### config.mk
export PLATFORM = sky130hd
export DESIGN_NAME = coef_sampler_top
export DESIGN_NICKNAME = d
export VERILOG_FILES = /design/src/logic/sampler_cfg_pkg.sv /design/src/logic/sampler_bus_pkg.sv /design/src/logic/piso_multi.sv /design/src/logic/reject_lane.sv /design/src/logic/coef_merge.sv /design/src/logic/wb_sampler_regs.sv /design/src/logic/coef_sampler_top.sv
export VERILOG_INCLUDE_DIRS = /design/src /design/src/logic
export SDC_FILE = /design/constraint.sdc
export NUM_CORES = 1
export LEC_CHECK = 0
export CAP_MARGIN = 10
export CELL_PAD_IN_SITES_DETAIL_PLACEMENT = 0
export CELL_PAD_IN_SITES_GLOBAL_PLACEMENT = 2
export CORE_MARGIN = 1
export CORE_UTILIZATION = 25
export DETAILED_ROUTE_END_ITERATION = 10
export DONT_BUFFER_PORTS = 1
export HOLD_SLACK_MARGIN = 0.08
export PLACE_DENSITY_LB_ADDON = 0.1
export SYNTH_ARGS = -nofsm -noshare
export SYNTH_HDL_FRONTEND = slang
export SYNTH_SLANG_ARGS = --single-unit
### constraint.sdc
create_clock -name clk -period 5.5 [get_ports clk]
set_input_delay 0.825 -clock clk [delete_from_list [all_inputs] [get_ports clk]]
set_output_delay 0.825 -clock clk [all_outputs]
set_load 0.02 [all_outputs]
### src/logic/sampler_params.svh
// Sizing macros for the coefficient sampler, included by packages and RTL that need them
`ifndef SAMPLER_PARAMS_SVH
`define SAMPLER_PARAMS_SVH

// Shift buffer holds two input blocks
`define SMP_BUF_W 96

// Host block width, same in both modes
`define SMP_IN_RATE 48

// Widest beat taken from the buffer
`define SMP_OUT_MAX 32

// Stored coefficient width
`define SMP_COEF_W 16

`define SMP_FIFO_DEPTH 8

// Wishbone address and data widths
`define SMP_WB_AW 5
`define SMP_WB_DW 32

`endif

### src/logic/sampler_cfg_pkg.sv
// Sampling mode type and per-mode widths, modulus and beat rate shared by the sampler
package sampler_cfg_pkg;

  // Mode 0 is 12-bit candidates, mode 1 is 16-bit candidates
  typedef enum logic {
    MODE_K12 = 1'b0,
    MODE_K16 = 1'b1
  } smp_mode_e;

  // Beat width taken from the buffer per read
  function automatic int unsigned mode_out_rate(smp_mode_e mode);
    return (mode == MODE_K16) ? 32 : 24;
  endfunction

  // Candidate width, two candidates per beat
  function automatic int unsigned mode_cand_w(smp_mode_e mode);
    return (mode == MODE_K16) ? 16 : 12;
  endfunction

  // Candidates at or above this value are rejected
  function automatic int unsigned mode_modulus(smp_mode_e mode);
    return (mode == MODE_K16) ? 65521 : 3329;
  endfunction

endpackage

### src/logic/sampler_bus_pkg.sv
// Wishbone register map and slave FSM states for the sampler register block
`include "sampler_params.svh"

package sampler_bus_pkg;

  // Byte offsets of the host registers
  typedef enum logic [`SMP_WB_AW-1:0] {
    REG_CTRL    = 5'h00,
    REG_DATA_LO = 5'h04,
    REG_DATA_HI = 5'h08,
    REG_STATUS  = 5'h0C,
    REG_COEF    = 5'h10
  } smp_reg_e;

  // WB_PUSH waits for the buffer to take a block
  typedef enum logic [1:0] {
    WB_IDLE = 2'd0,
    WB_PUSH = 2'd1,
    WB_ACK  = 2'd2
  } wb_state_e;

endpackage

### src/logic/piso_multi.sv
// Shift buffer that takes 48-bit blocks and hands out mode-sized beats under valid/hold
`include "sampler_params.svh"

module piso_multi (
  input  logic                       clk,
  input  logic                       rst_b,
  input  logic                       zeroize_i,
  input  sampler_cfg_pkg::smp_mode_e mode_i,
  input  logic                       valid_i,
  output logic                       hold_o,
  input  logic [`SMP_IN_RATE-1:0]    data_i,
  output logic                       valid_o,
  input  logic                       hold_i,
  output logic [`SMP_OUT_MAX-1:0]    data_o
);

  import sampler_cfg_pkg::*;

  localparam int PTR_W = $clog2(`SMP_BUF_W + 1);
  localparam int PAD_W = `SMP_BUF_W - `SMP_IN_RATE;

  logic [`SMP_BUF_W-1:0] buf_q;
  logic [`SMP_BUF_W-1:0] buf_d;
  logic [`SMP_BUF_W-1:0] buf_shift;
  logic [`SMP_BUF_W-1:0] wr_data;
  logic [PTR_W-1:0]      ptr_q;
  logic [PTR_W-1:0]      ptr_d;
  logic [PTR_W-1:0]      out_rate;
  logic [PTR_W-1:0]      wr_pos;
  logic [PTR_W-1:0]      room_lim;
  logic                  do_wr;
  logic                  do_rd;

  assign out_rate = PTR_W'(mode_out_rate(mode_i));

  // Highest fill that still leaves room for a whole block
  assign room_lim = PTR_W'(`SMP_BUF_W - `SMP_IN_RATE);

  assign valid_o = ptr_q >= out_rate;
  assign data_o  = buf_q[`SMP_OUT_MAX-1:0];

  assign do_rd = valid_o & ~hold_i;

  // A read in the same cycle frees one beat of space
  assign hold_o = do_rd ? (ptr_q > room_lim + out_rate) : (ptr_q > room_lim);
  assign do_wr  = valid_i & ~hold_o;

  // New block lands just above the bits that remain after the read
  assign wr_pos  = do_rd ? ptr_q - out_rate : ptr_q;
  assign wr_data = {{PAD_W{1'b0}}, data_i} << wr_pos;

  // Bits above the pointer are always zero, so an OR places the block
  always_comb begin
    buf_shift = do_rd ? (buf_q >> out_rate) : buf_q;
    buf_d     = do_wr ? (buf_shift | wr_data) : buf_shift;
  end

  always_comb begin
    ptr_d = ptr_q;
    if (do_rd) begin
      ptr_d = ptr_d - out_rate;
    end
    if (do_wr) begin
      ptr_d = ptr_d + PTR_W'(`SMP_IN_RATE);
    end
  end

  always_ff @(posedge clk or negedge rst_b) begin
    if (!rst_b) begin
      buf_q <= '0;
      ptr_q <= '0;
    end else if (zeroize_i) begin
      buf_q <= '0;
      ptr_q <= '0;
    end else if (do_rd || do_wr) begin
      buf_q <= buf_d;
      ptr_q <= ptr_d;
    end
  end

endmodule

### src/logic/reject_lane.sv
// One rejection lane: picks its half of a beat, masks it and flags it kept if below the modulus
`include "sampler_params.svh"

module reject_lane #(
  parameter int LANE_IDX = 0
) (
  input  logic                       clk,
  input  logic                       rst_b,
  input  logic                       zeroize_i,
  input  sampler_cfg_pkg::smp_mode_e mode_i,
  input  logic                       valid_i,
  input  logic [`SMP_OUT_MAX-1:0]    beat_i,
  input  logic                       hold_i,
  output logic                       hold_o,
  output logic                       valid_o,
  output logic                       keep_o,
  output logic [`SMP_COEF_W-1:0]     coef_o
);

  import sampler_cfg_pkg::*;

  logic [4:0]              cand_w;
  logic [4:0]              lane_ofs;
  logic [`SMP_OUT_MAX-1:0] beat_shift;
  logic [`SMP_COEF_W-1:0]  cand_mask;
  logic [`SMP_COEF_W-1:0]  cand;
  logic [`SMP_COEF_W-1:0]  modulus;
  logic                    load;

  assign cand_w  = 5'(mode_cand_w(mode_i));
  assign modulus = `SMP_COEF_W'(mode_modulus(mode_i));

  // Lane 1 starts one candidate width up the beat
  assign lane_ofs   = (LANE_IDX == 0) ? 5'd0 : cand_w;
  assign beat_shift = beat_i >> lane_ofs;
  assign cand_mask  = `SMP_COEF_W'((17'h1 << cand_w) - 17'h1);
  assign cand       = beat_shift[`SMP_COEF_W-1:0] & cand_mask;

  // Stall only while a result sits here unclaimed
  assign hold_o = valid_o & hold_i;
  assign load   = ~hold_o;

  always_ff @(posedge clk or negedge rst_b) begin
    if (!rst_b) begin
      valid_o <= 1'b0;
      keep_o  <= 1'b0;
    end else if (zeroize_i) begin
      valid_o <= 1'b0;
      keep_o  <= 1'b0;
    end else if (load) begin
      valid_o <= valid_i;
      keep_o  <= valid_i & (cand < modulus);
    end
  end

  always_ff @(posedge clk) begin
    if (load && valid_i) begin
      coef_o <= cand;
    end
  end

endmodule

### src/logic/coef_merge.sv
// Packs kept coefficients from both lanes into a small in-order FIFO read by the host
`include "sampler_params.svh"

module coef_merge (
  input  logic                               clk,
  input  logic                               rst_b,
  input  logic                               zeroize_i,
  input  logic                               valid0_i,
  input  logic                               keep0_i,
  input  logic [`SMP_COEF_W-1:0]             coef0_i,
  input  logic                               valid1_i,
  input  logic                               keep1_i,
  input  logic [`SMP_COEF_W-1:0]             coef1_i,
  output logic                               hold_o,
  input  logic                               pop_i,
  output logic                               coef_valid_o,
  output logic [`SMP_COEF_W-1:0]             coef_o,
  output logic [$clog2(`SMP_FIFO_DEPTH):0]   count_o
);

  localparam int DEPTH = `SMP_FIFO_DEPTH;
  localparam int AW    = $clog2(DEPTH);
  localparam int CW    = AW + 1;

  logic [`SMP_COEF_W-1:0] mem [DEPTH];
  logic [AW-1:0]          wr_ptr_q;
  logic [AW-1:0]          rd_ptr_q;
  logic [CW-1:0]          count_q;
  logic [AW-1:0]          slot1;
  logic [1:0]             n_wr;
  logic                   take;
  logic                   wr0;
  logic                   wr1;

  // A pair may need two slots
  assign hold_o = count_q > CW'(DEPTH - 2);

  assign take   = valid0_i & valid1_i & ~hold_o;
  assign wr0    = take & keep0_i;
  assign wr1    = take & keep1_i;
  assign n_wr   = {1'b0, wr0} + {1'b0, wr1};
  assign slot1  = wr_ptr_q + AW'(wr0);

  assign coef_valid_o = count_q != '0;
  assign coef_o       = mem[rd_ptr_q];
  assign count_o      = count_q;

  always_ff @(posedge clk or negedge rst_b) begin
    if (!rst_b) begin
      wr_ptr_q <= '0;
      rd_ptr_q <= '0;
      count_q  <= '0;
    end else if (zeroize_i) begin
      wr_ptr_q <= '0;
      rd_ptr_q <= '0;
      count_q  <= '0;
    end else begin
      wr_ptr_q <= wr_ptr_q + AW'(n_wr);
      rd_ptr_q <= rd_ptr_q + AW'(pop_i);
      count_q  <= count_q + CW'(n_wr) - CW'(pop_i);
    end
  end

  // Lane 0 goes first when both are kept
  always_ff @(posedge clk) begin
    if (zeroize_i) begin
      for (int i = 0; i < DEPTH; i++) begin
        mem[i] <= '0;
      end
    end else begin
      if (wr0) begin
        mem[wr_ptr_q] <= coef0_i;
      end
      if (wr1) begin
        mem[slot1] <= coef1_i;
      end
    end
  end

endmodule

### src/logic/wb_sampler_regs.sv
// Wishbone classic slave with control, block push, status and coefficient pop registers
`include "sampler_params.svh"

module wb_sampler_regs (
  input  logic                               clk,
  input  logic                               rst_b,
  input  logic                               wb_cyc_i,
  input  logic                               wb_stb_i,
  input  logic                               wb_we_i,
  input  logic [`SMP_WB_AW-1:0]              wb_adr_i,
  input  logic [`SMP_WB_DW-1:0]              wb_dat_i,
  input  logic [`SMP_WB_DW/8-1:0]            wb_sel_i,
  output logic                               wb_ack_o,
  output logic [`SMP_WB_DW-1:0]              wb_dat_o,
  output sampler_cfg_pkg::smp_mode_e         mode_o,
  output logic                               zeroize_o,
  output logic                               blk_valid_o,
  output logic [`SMP_IN_RATE-1:0]            blk_data_o,
  input  logic                               blk_hold_i,
  input  logic                               coef_valid_i,
  input  logic [`SMP_COEF_W-1:0]             coef_i,
  input  logic [$clog2(`SMP_FIFO_DEPTH):0]   count_i,
  output logic                               coef_pop_o
);

  import sampler_cfg_pkg::*;
  import sampler_bus_pkg::*;

  localparam int HI_W = `SMP_IN_RATE - `SMP_WB_DW;

  wb_state_e             state_q;
  smp_reg_e              reg_sel;
  logic [`SMP_WB_DW-1:0] data_lo_q;
  logic [`SMP_WB_DW-1:0] rd_data;
  logic                  req;
  logic                  hi_write;

  // Ignore the strobe during the ack cycle, the master drops it next
  assign req      = wb_cyc_i & wb_stb_i & ~wb_ack_o;
  assign reg_sel  = smp_reg_e'(wb_adr_i);
  assign hi_write = wb_we_i & (reg_sel == REG_DATA_HI);

  always_comb begin
    rd_data = '0;
    case (reg_sel)
      REG_CTRL:    rd_data[0] = mode_o;
      REG_DATA_LO: rd_data = data_lo_q;
      REG_STATUS:  rd_data[$clog2(`SMP_FIFO_DEPTH):0] = count_i;
      REG_COEF:    rd_data = {coef_valid_i, {(`SMP_WB_DW-`SMP_COEF_W-1){1'b0}}, coef_i};
      default:     rd_data = '0;
    endcase
  end

  always_ff @(posedge clk or negedge rst_b) begin
    if (!rst_b) begin
      state_q     <= WB_IDLE;
      wb_ack_o    <= 1'b0;
      blk_valid_o <= 1'b0;
      zeroize_o   <= 1'b0;
      coef_pop_o  <= 1'b0;
      mode_o      <= MODE_K12;
    end else begin
      wb_ack_o   <= 1'b0;
      zeroize_o  <= 1'b0;
      coef_pop_o <= 1'b0;
      case (state_q)
        WB_IDLE: begin
          if (req && hi_write) begin
            blk_valid_o <= 1'b1;
            state_q     <= WB_PUSH;
          end else if (req) begin
            state_q <= WB_ACK;
          end
        end
        // Block is taken in a cycle with hold low
        WB_PUSH: begin
          if (!blk_hold_i) begin
            blk_valid_o <= 1'b0;
            wb_ack_o    <= 1'b1;
            state_q     <= WB_IDLE;
          end
        end
        WB_ACK: begin
          wb_ack_o <= 1'b1;
          state_q  <= WB_IDLE;
          if (wb_we_i && reg_sel == REG_CTRL && wb_sel_i[0]) begin
            mode_o    <= smp_mode_e'(wb_dat_i[0]);
            zeroize_o <= wb_dat_i[1];
          end
          if (!wb_we_i && reg_sel == REG_COEF) begin
            coef_pop_o <= coef_valid_i;
          end
        end
        default: state_q <= WB_IDLE;
      endcase
    end
  end

  always_ff @(posedge clk) begin
    if (state_q == WB_IDLE && req && hi_write) begin
      blk_data_o <= {wb_dat_i[HI_W-1:0], data_lo_q};
    end
    if (state_q == WB_ACK && wb_we_i && reg_sel == REG_DATA_LO) begin
      for (int b = 0; b < `SMP_WB_DW / 8; b++) begin
        if (wb_sel_i[b]) begin
          data_lo_q[b*8 +: 8] <= wb_dat_i[b*8 +: 8];
        end
      end
    end
    // Read data is captured with the head of the FIFO before the pop
    if (state_q == WB_ACK && !wb_we_i) begin
      wb_dat_o <= rd_data;
    end
  end

endmodule

### src/logic/coef_sampler_top.sv
// Top of the coefficient sampler: bus slave, shift buffer, two rejection lanes and merge FIFO
`include "sampler_params.svh"

module coef_sampler_top (
  input  logic                    clk,
  input  logic                    rst_b,
  input  logic                    wb_cyc_i,
  input  logic                    wb_stb_i,
  input  logic                    wb_we_i,
  input  logic [`SMP_WB_AW-1:0]   wb_adr_i,
  input  logic [`SMP_WB_DW-1:0]   wb_dat_i,
  input  logic [`SMP_WB_DW/8-1:0] wb_sel_i,
  output logic                    wb_ack_o,
  output logic [`SMP_WB_DW-1:0]   wb_dat_o
);

  import sampler_cfg_pkg::*;

  smp_mode_e                         mode;
  logic                              zeroize;
  logic                              blk_valid;
  logic                              blk_hold;
  logic [`SMP_IN_RATE-1:0]           blk_data;
  logic                              beat_valid;
  logic                              beat_hold;
  logic [`SMP_OUT_MAX-1:0]           beat_data;
  logic                              lane_hold;
  logic                              lane0_valid;
  logic                              lane0_keep;
  logic [`SMP_COEF_W-1:0]            lane0_coef;
  logic                              lane1_valid;
  logic                              lane1_keep;
  logic [`SMP_COEF_W-1:0]            lane1_coef;
  logic                              coef_pop;
  logic                              coef_valid;
  logic [`SMP_COEF_W-1:0]            coef;
  logic [$clog2(`SMP_FIFO_DEPTH):0]  count;

  wb_sampler_regs regs_i (
    .clk          (clk),
    .rst_b        (rst_b),
    .wb_cyc_i     (wb_cyc_i),
    .wb_stb_i     (wb_stb_i),
    .wb_we_i      (wb_we_i),
    .wb_adr_i     (wb_adr_i),
    .wb_dat_i     (wb_dat_i),
    .wb_sel_i     (wb_sel_i),
    .wb_ack_o     (wb_ack_o),
    .wb_dat_o     (wb_dat_o),
    .mode_o       (mode),
    .zeroize_o    (zeroize),
    .blk_valid_o  (blk_valid),
    .blk_data_o   (blk_data),
    .blk_hold_i   (blk_hold),
    .coef_valid_i (coef_valid),
    .coef_i       (coef),
    .count_i      (count),
    .coef_pop_o   (coef_pop)
  );

  piso_multi piso_i (
    .clk       (clk),
    .rst_b     (rst_b),
    .zeroize_i (zeroize),
    .mode_i    (mode),
    .valid_i   (blk_valid),
    .hold_o    (blk_hold),
    .data_i    (blk_data),
    .valid_o   (beat_valid),
    .hold_i    (beat_hold),
    .data_o    (beat_data)
  );

  // Lanes move in lockstep, lane 0 stalls the buffer for both
  reject_lane #(.LANE_IDX(0)) lane0_i (
    .clk       (clk),
    .rst_b     (rst_b),
    .zeroize_i (zeroize),
    .mode_i    (mode),
    .valid_i   (beat_valid),
    .beat_i    (beat_data),
    .hold_i    (lane_hold),
    .hold_o    (beat_hold),
    .valid_o   (lane0_valid),
    .keep_o    (lane0_keep),
    .coef_o    (lane0_coef)
  );

  reject_lane #(.LANE_IDX(1)) lane1_i (
    .clk       (clk),
    .rst_b     (rst_b),
    .zeroize_i (zeroize),
    .mode_i    (mode),
    .valid_i   (beat_valid),
    .beat_i    (beat_data),
    .hold_i    (lane_hold),
    .hold_o    (),
    .valid_o   (lane1_valid),
    .keep_o    (lane1_keep),
    .coef_o    (lane1_coef)
  );

  coef_merge merge_i (
    .clk          (clk),
    .rst_b        (rst_b),
    .zeroize_i    (zeroize),
    .valid0_i     (lane0_valid),
    .keep0_i      (lane0_keep),
    .coef0_i      (lane0_coef),
    .valid1_i     (lane1_valid),
    .keep1_i      (lane1_keep),
    .coef1_i      (lane1_coef),
    .hold_o       (lane_hold),
    .pop_i        (coef_pop),
    .coef_valid_o (coef_valid),
    .coef_o       (coef),
    .count_o      (count)
  );

endmodule

==> implementation parameters <==
Parameter                              Value

Run status
  Result of the run    completed

Clocking
  CTS clock-pin slew for the worst setup and hold paths    60 ps
  Hold buffers post-CTS    1
  Maximum number of buffers from clock root to sink    3
  Clock tree root buffer cell    sky130_fd_sc_hd__clkbuf_16
  Post-cts repair resize count    0
  Clock net sink count    393
  Number of buffers created by CTS    50
  Skew-Pair Late Insertion Delay    600 ps
  Post-CTS setup-driven buffer insertion count    0
  CTS tree    yes
  CTS H-tree lvls    2

Route
  Total via count in the routed design    14200
  DRC violation total after the first TritonRoute iteration    1093
  Detailed-router iteration count before antenna repair    6
  DR vias/cell    between 5 and 6
  Routed WL per cell    between 30 and 40 um
  Drt drc    0
  Post-detailed-routing wire length    82.9 mm
  Number of nets with antenna violations after routing    0

Worst setup path
  Worst Setup Path Type    reg -> reg
  Highest fanout seen on the critical path    18
  Type of origin of the critical path    flop
  Critical path capture point type    flop
  Required time worst endpoint    about 5700 ps
  Data arrival time of the worst path    4570 ps

GRT
  Global routing usage summed across all routing layers    about a fifth
  Via count of the first global-routing pass    14500
  Wire length of the first global-routing pass    117 mm
  Pin count of the biggest net entering global routing    122
  Global-route congestion overflow total    0
  Number of antenna violations at the first check in global routing    3

Power
  Maximum resistive drop on vdd    0.000419 V
  Leakage    ~0.0086 uW
  Power Dens Cells    734 nW/um2

Floorplan
  Die X    286 um
  Effective utilization at floorplan    25.4%
  Number of ports placed on the die boundary    79
  Die extent in y    286 um
  Die ar.    around 82000 um2
  Std-Cell Core Area    between 70000 and 80000 um2
  Cell Rows    103

Yosys
  Area share of the leading cell type in the synthesized netlist    40.4%
  Synthesized flop and latch total    393
  Area fraction in compound gates after synthesis    17.9%
  Synth area leaders    sky130_fd_sc_hd__edfxtp_1, sky130_fd_sc_hd__dfrtp_1, sky130_fd_sc_hd__a22o_1
  Simple-gate share of the synthesized area    10.3%
  Cell with the most instances after synthesis    sky130_fd_sc_hd__edfxtp_1
  Largest area contributor in the netlist    sky130_fd_sc_hd__edfxtp_1
  Post-synth cell types    83
  Fraction of synthesized area in multiplexers    10.5%
  Share of synthesized area occupied by flip-flops and latches    roughly 55%
  Number of flops mapped to enable cells by yosys    272
  Net count after synthesis    1739
  Xor and xnor area share after synthesis    0.390%
  Summed instance area of the synthesized netlist    20200 um2
  Main combinational cell family by area after synthesis    compound AO/OA/AOI/OAI gates
  Adder-cell share of the synthesized area    2.00%
  Post-synthesis area per instance    12.2 um2
  Leading register cell type out of synthesis    sky130_fd_sc_hd__edfxtp_1
  Gate count after technology mapping    1663
  Share of async-settable or async-resettable flops after synthesis    30.8%
  Synth Warn #    0
  Synth top cells by count    sky130_fd_sc_hd__edfxtp_1, sky130_fd_sc_hd__a22o_1, sky130_fd_sc_hd__nand2_1, sky130_fd_sc_hd__nor2_1, sky130_fd_sc_hd__dfrtp_1

Timing
  Final Hold Violating Endpoints    0
  Sum of negative setup slack    0 ps
  Worst hold margin    222 ps
  Final setup violation count    0
  Count of pins over their slew limit    0
  Min Clock Period, post-route    4360 ps
  FMAX    229 MHz
  Clock Skew    23.9 ps
  Slew margin rel.    15.4%
  Setup repair after global routing missed its margin    false
  Final period utilization    79.3%
  Actual transition at the worst max-transition pin    about 1300 ps

Final layout
  Proportion of layout cells with a drive suffix above 1    13.7%
  Final cell count without fillers    2700
  Layout Nets    1686
  Share of the core filled with cells in the final layout    28.9%
  Layout filler cell count    8090
  Area growth, synth to finish    13.5%

Placement
  Hpwl dp    ~57 mm
  Dpl cells    2607
  Number of buffers added on ports    0
  Final weighted congestion of routability-driven global placement    a little under 0.8

Hold path
  HP Class    in -> async

Job
  Number of max-cap violations    0
-- report_power, final --
group,total (uW),internal [uW],leakage [uW],switching [uW]
sequential,5530,4360,0.00398,1170
combinational,8020,2790,0.00382,5240
clock,3280,1920,0.000778,1360
-- registers in the layout, summed over array words and instances (netlist names), 2 cells and up --
register           count
lane0_i.coef_o        16
lane1_i.coef_o        16
merge_i.count_o        4
merge_i.mem          128
merge_i.rd_ptr_q       3
merge_i.wr_ptr_q       3
piso_i.buf_q          96
piso_i.ptr_q           4
regs_i.blk_data_o     48
regs_i.data_lo_q      32
regs_i.state_q         2
regs_i.wb_dat_o       32
-- logic make-up (layout without fill, tap and decap cells) --
family          after synthesis  count (layout)
fa+ha+maj                    30              30
simple gates                428             428
flops                       393             393
compound gates              464             464
other cells                   0               1
mux                         168             168
xor+xnor                      9               9
buf+inv                     171             157
-- final cells by class --
| cell class | count | area [um2] | area share, % |
|---|---|---|---|
| Sequential cell | 393 | 11200 | 48.8 |
| Multi-Input combinational cell | 1099 | 8400 | 36.6 |
| Clock buffer | 71 | 1410 | 6.15 |
| Tap cell | 1050 | 1310 | 5.72 |
| Timing Repair Buffer | 45 | 358 | 1.56 |
| Clock inverter | 20 | 185 | 0.807 |
| Inverter | 21 | 78.8 | 0.343 |
| Antenna cell | 1 | 2.50 | 0.0109 |
-- worst paths after layout --
path,from,endpoint,slack (ps),depth (start not counted)
max,merge_i.count_o[3],merge_i.mem[2][15],1140,13
min,rst_b,piso_i.buf_q[72],220,1
max reg2reg,merge_i.count_o[3],merge_i.mem[2][15],1140,13
min reg2reg,regs_i.data_lo_q[22],regs_i.blk_data_o[22],450,0
max in group asynchronous,rst_b,regs_i.zeroize_o,4640,1
min in group clk,wb_dat_i[22],regs_i.data_lo_q[22],320,0
-- per-stage QoR --
stage	setup WS, ps	power [uW]	area, um2
final	1140	16800	23000
after global routing	893	17800	22900
after CTS	1070	17000	22900
after detailed placement	1090	13700	21300
after global placement	1100	13700	21300
after floorplan	1580	10400	20200
-- placed cells by master, fill, tap and decap left out, types with 7 or more instances in the layout --
master / n
sky130_fd_sc_hd__nand2_1: 129
sky130_fd_sc_hd__and3_1: 12
sky130_fd_sc_hd__clkbuf_16: 51
sky130_fd_sc_hd__inv_1: 20
sky130_fd_sc_hd__mux4_2: 32
sky130_fd_sc_hd__o31a_1: 7
sky130_fd_sc_hd__a311o_1: 9
sky130_fd_sc_hd__nor3_1: 22
sky130_fd_sc_hd__nor2b_1: 10
sky130_fd_sc_hd__o2bb2ai_1: 20
sky130_fd_sc_hd__a311oi_1: 9
sky130_fd_sc_hd__o21ai_0: 45
sky130_fd_sc_hd__ha_1: 26
sky130_fd_sc_hd__a22oi_1: 7
sky130_fd_sc_hd__a211oi_1: 26
sky130_fd_sc_hd__a221o_1: 7
sky130_fd_sc_hd__o22ai_1: 21
sky130_fd_sc_hd__nand3_1: 23
sky130_fd_sc_hd__nor2_1: 123
sky130_fd_sc_hd__a21oi_1: 49
sky130_fd_sc_hd__buf_4: 44
sky130_fd_sc_hd__and2_1: 37
sky130_fd_sc_hd__nand2b_1: 24
sky130_fd_sc_hd__a221oi_1: 22
sky130_fd_sc_hd__edfxtp_1: 272
sky130_fd_sc_hd__clkinv_2: 8
sky130_fd_sc_hd__a31oi_1: 9
sky130_fd_sc_hd__a211o_1: 16
sky130_fd_sc_hd__dfrtp_1: 118
sky130_fd_sc_hd__o221ai_1: 16
sky130_fd_sc_hd__clkbuf_1: 14
sky130_fd_sc_hd__a22o_1: 146
sky130_fd_sc_hd__a21o_1: 11
sky130_fd_sc_hd__mux2i_1: 112
sky130_fd_sc_hd__mux2_2: 22
-- layer usage --
metal | up-vias | GRT usage (%) | wire [um]
met5 | - | 0 | 0
met4 | 0 | 6.90 | 2820
met3 | 111 | 2.19 | 2890
met2 | 353 | 34.6 | 41200
met1 | 7434 | 26.1 | 35900
li1 | 6341 | - | -
-- worst max-delay path: stages (launching register included) --
cell and delay, ps:
sky130_fd_sc_hd__dfrtp_1 380, sky130_fd_sc_hd__inv_1 90, sky130_fd_sc_hd__ha_1 190, sky130_fd_sc_hd__and2_4 160, sky130_fd_sc_hd__o21ai_1 390, sky130_fd_sc_hd__nor2_1 180
sky130_fd_sc_hd__and2_1 230, sky130_fd_sc_hd__ha_1 190, sky130_fd_sc_hd__ha_1 180, sky130_fd_sc_hd__xor2_1 150, sky130_fd_sc_hd__or3_1 410, sky130_fd_sc_hd__nor2_1 130
sky130_fd_sc_hd__buf_4 320, sky130_fd_sc_hd__a311o_1 980
Power figures use the tool's default switching activity.
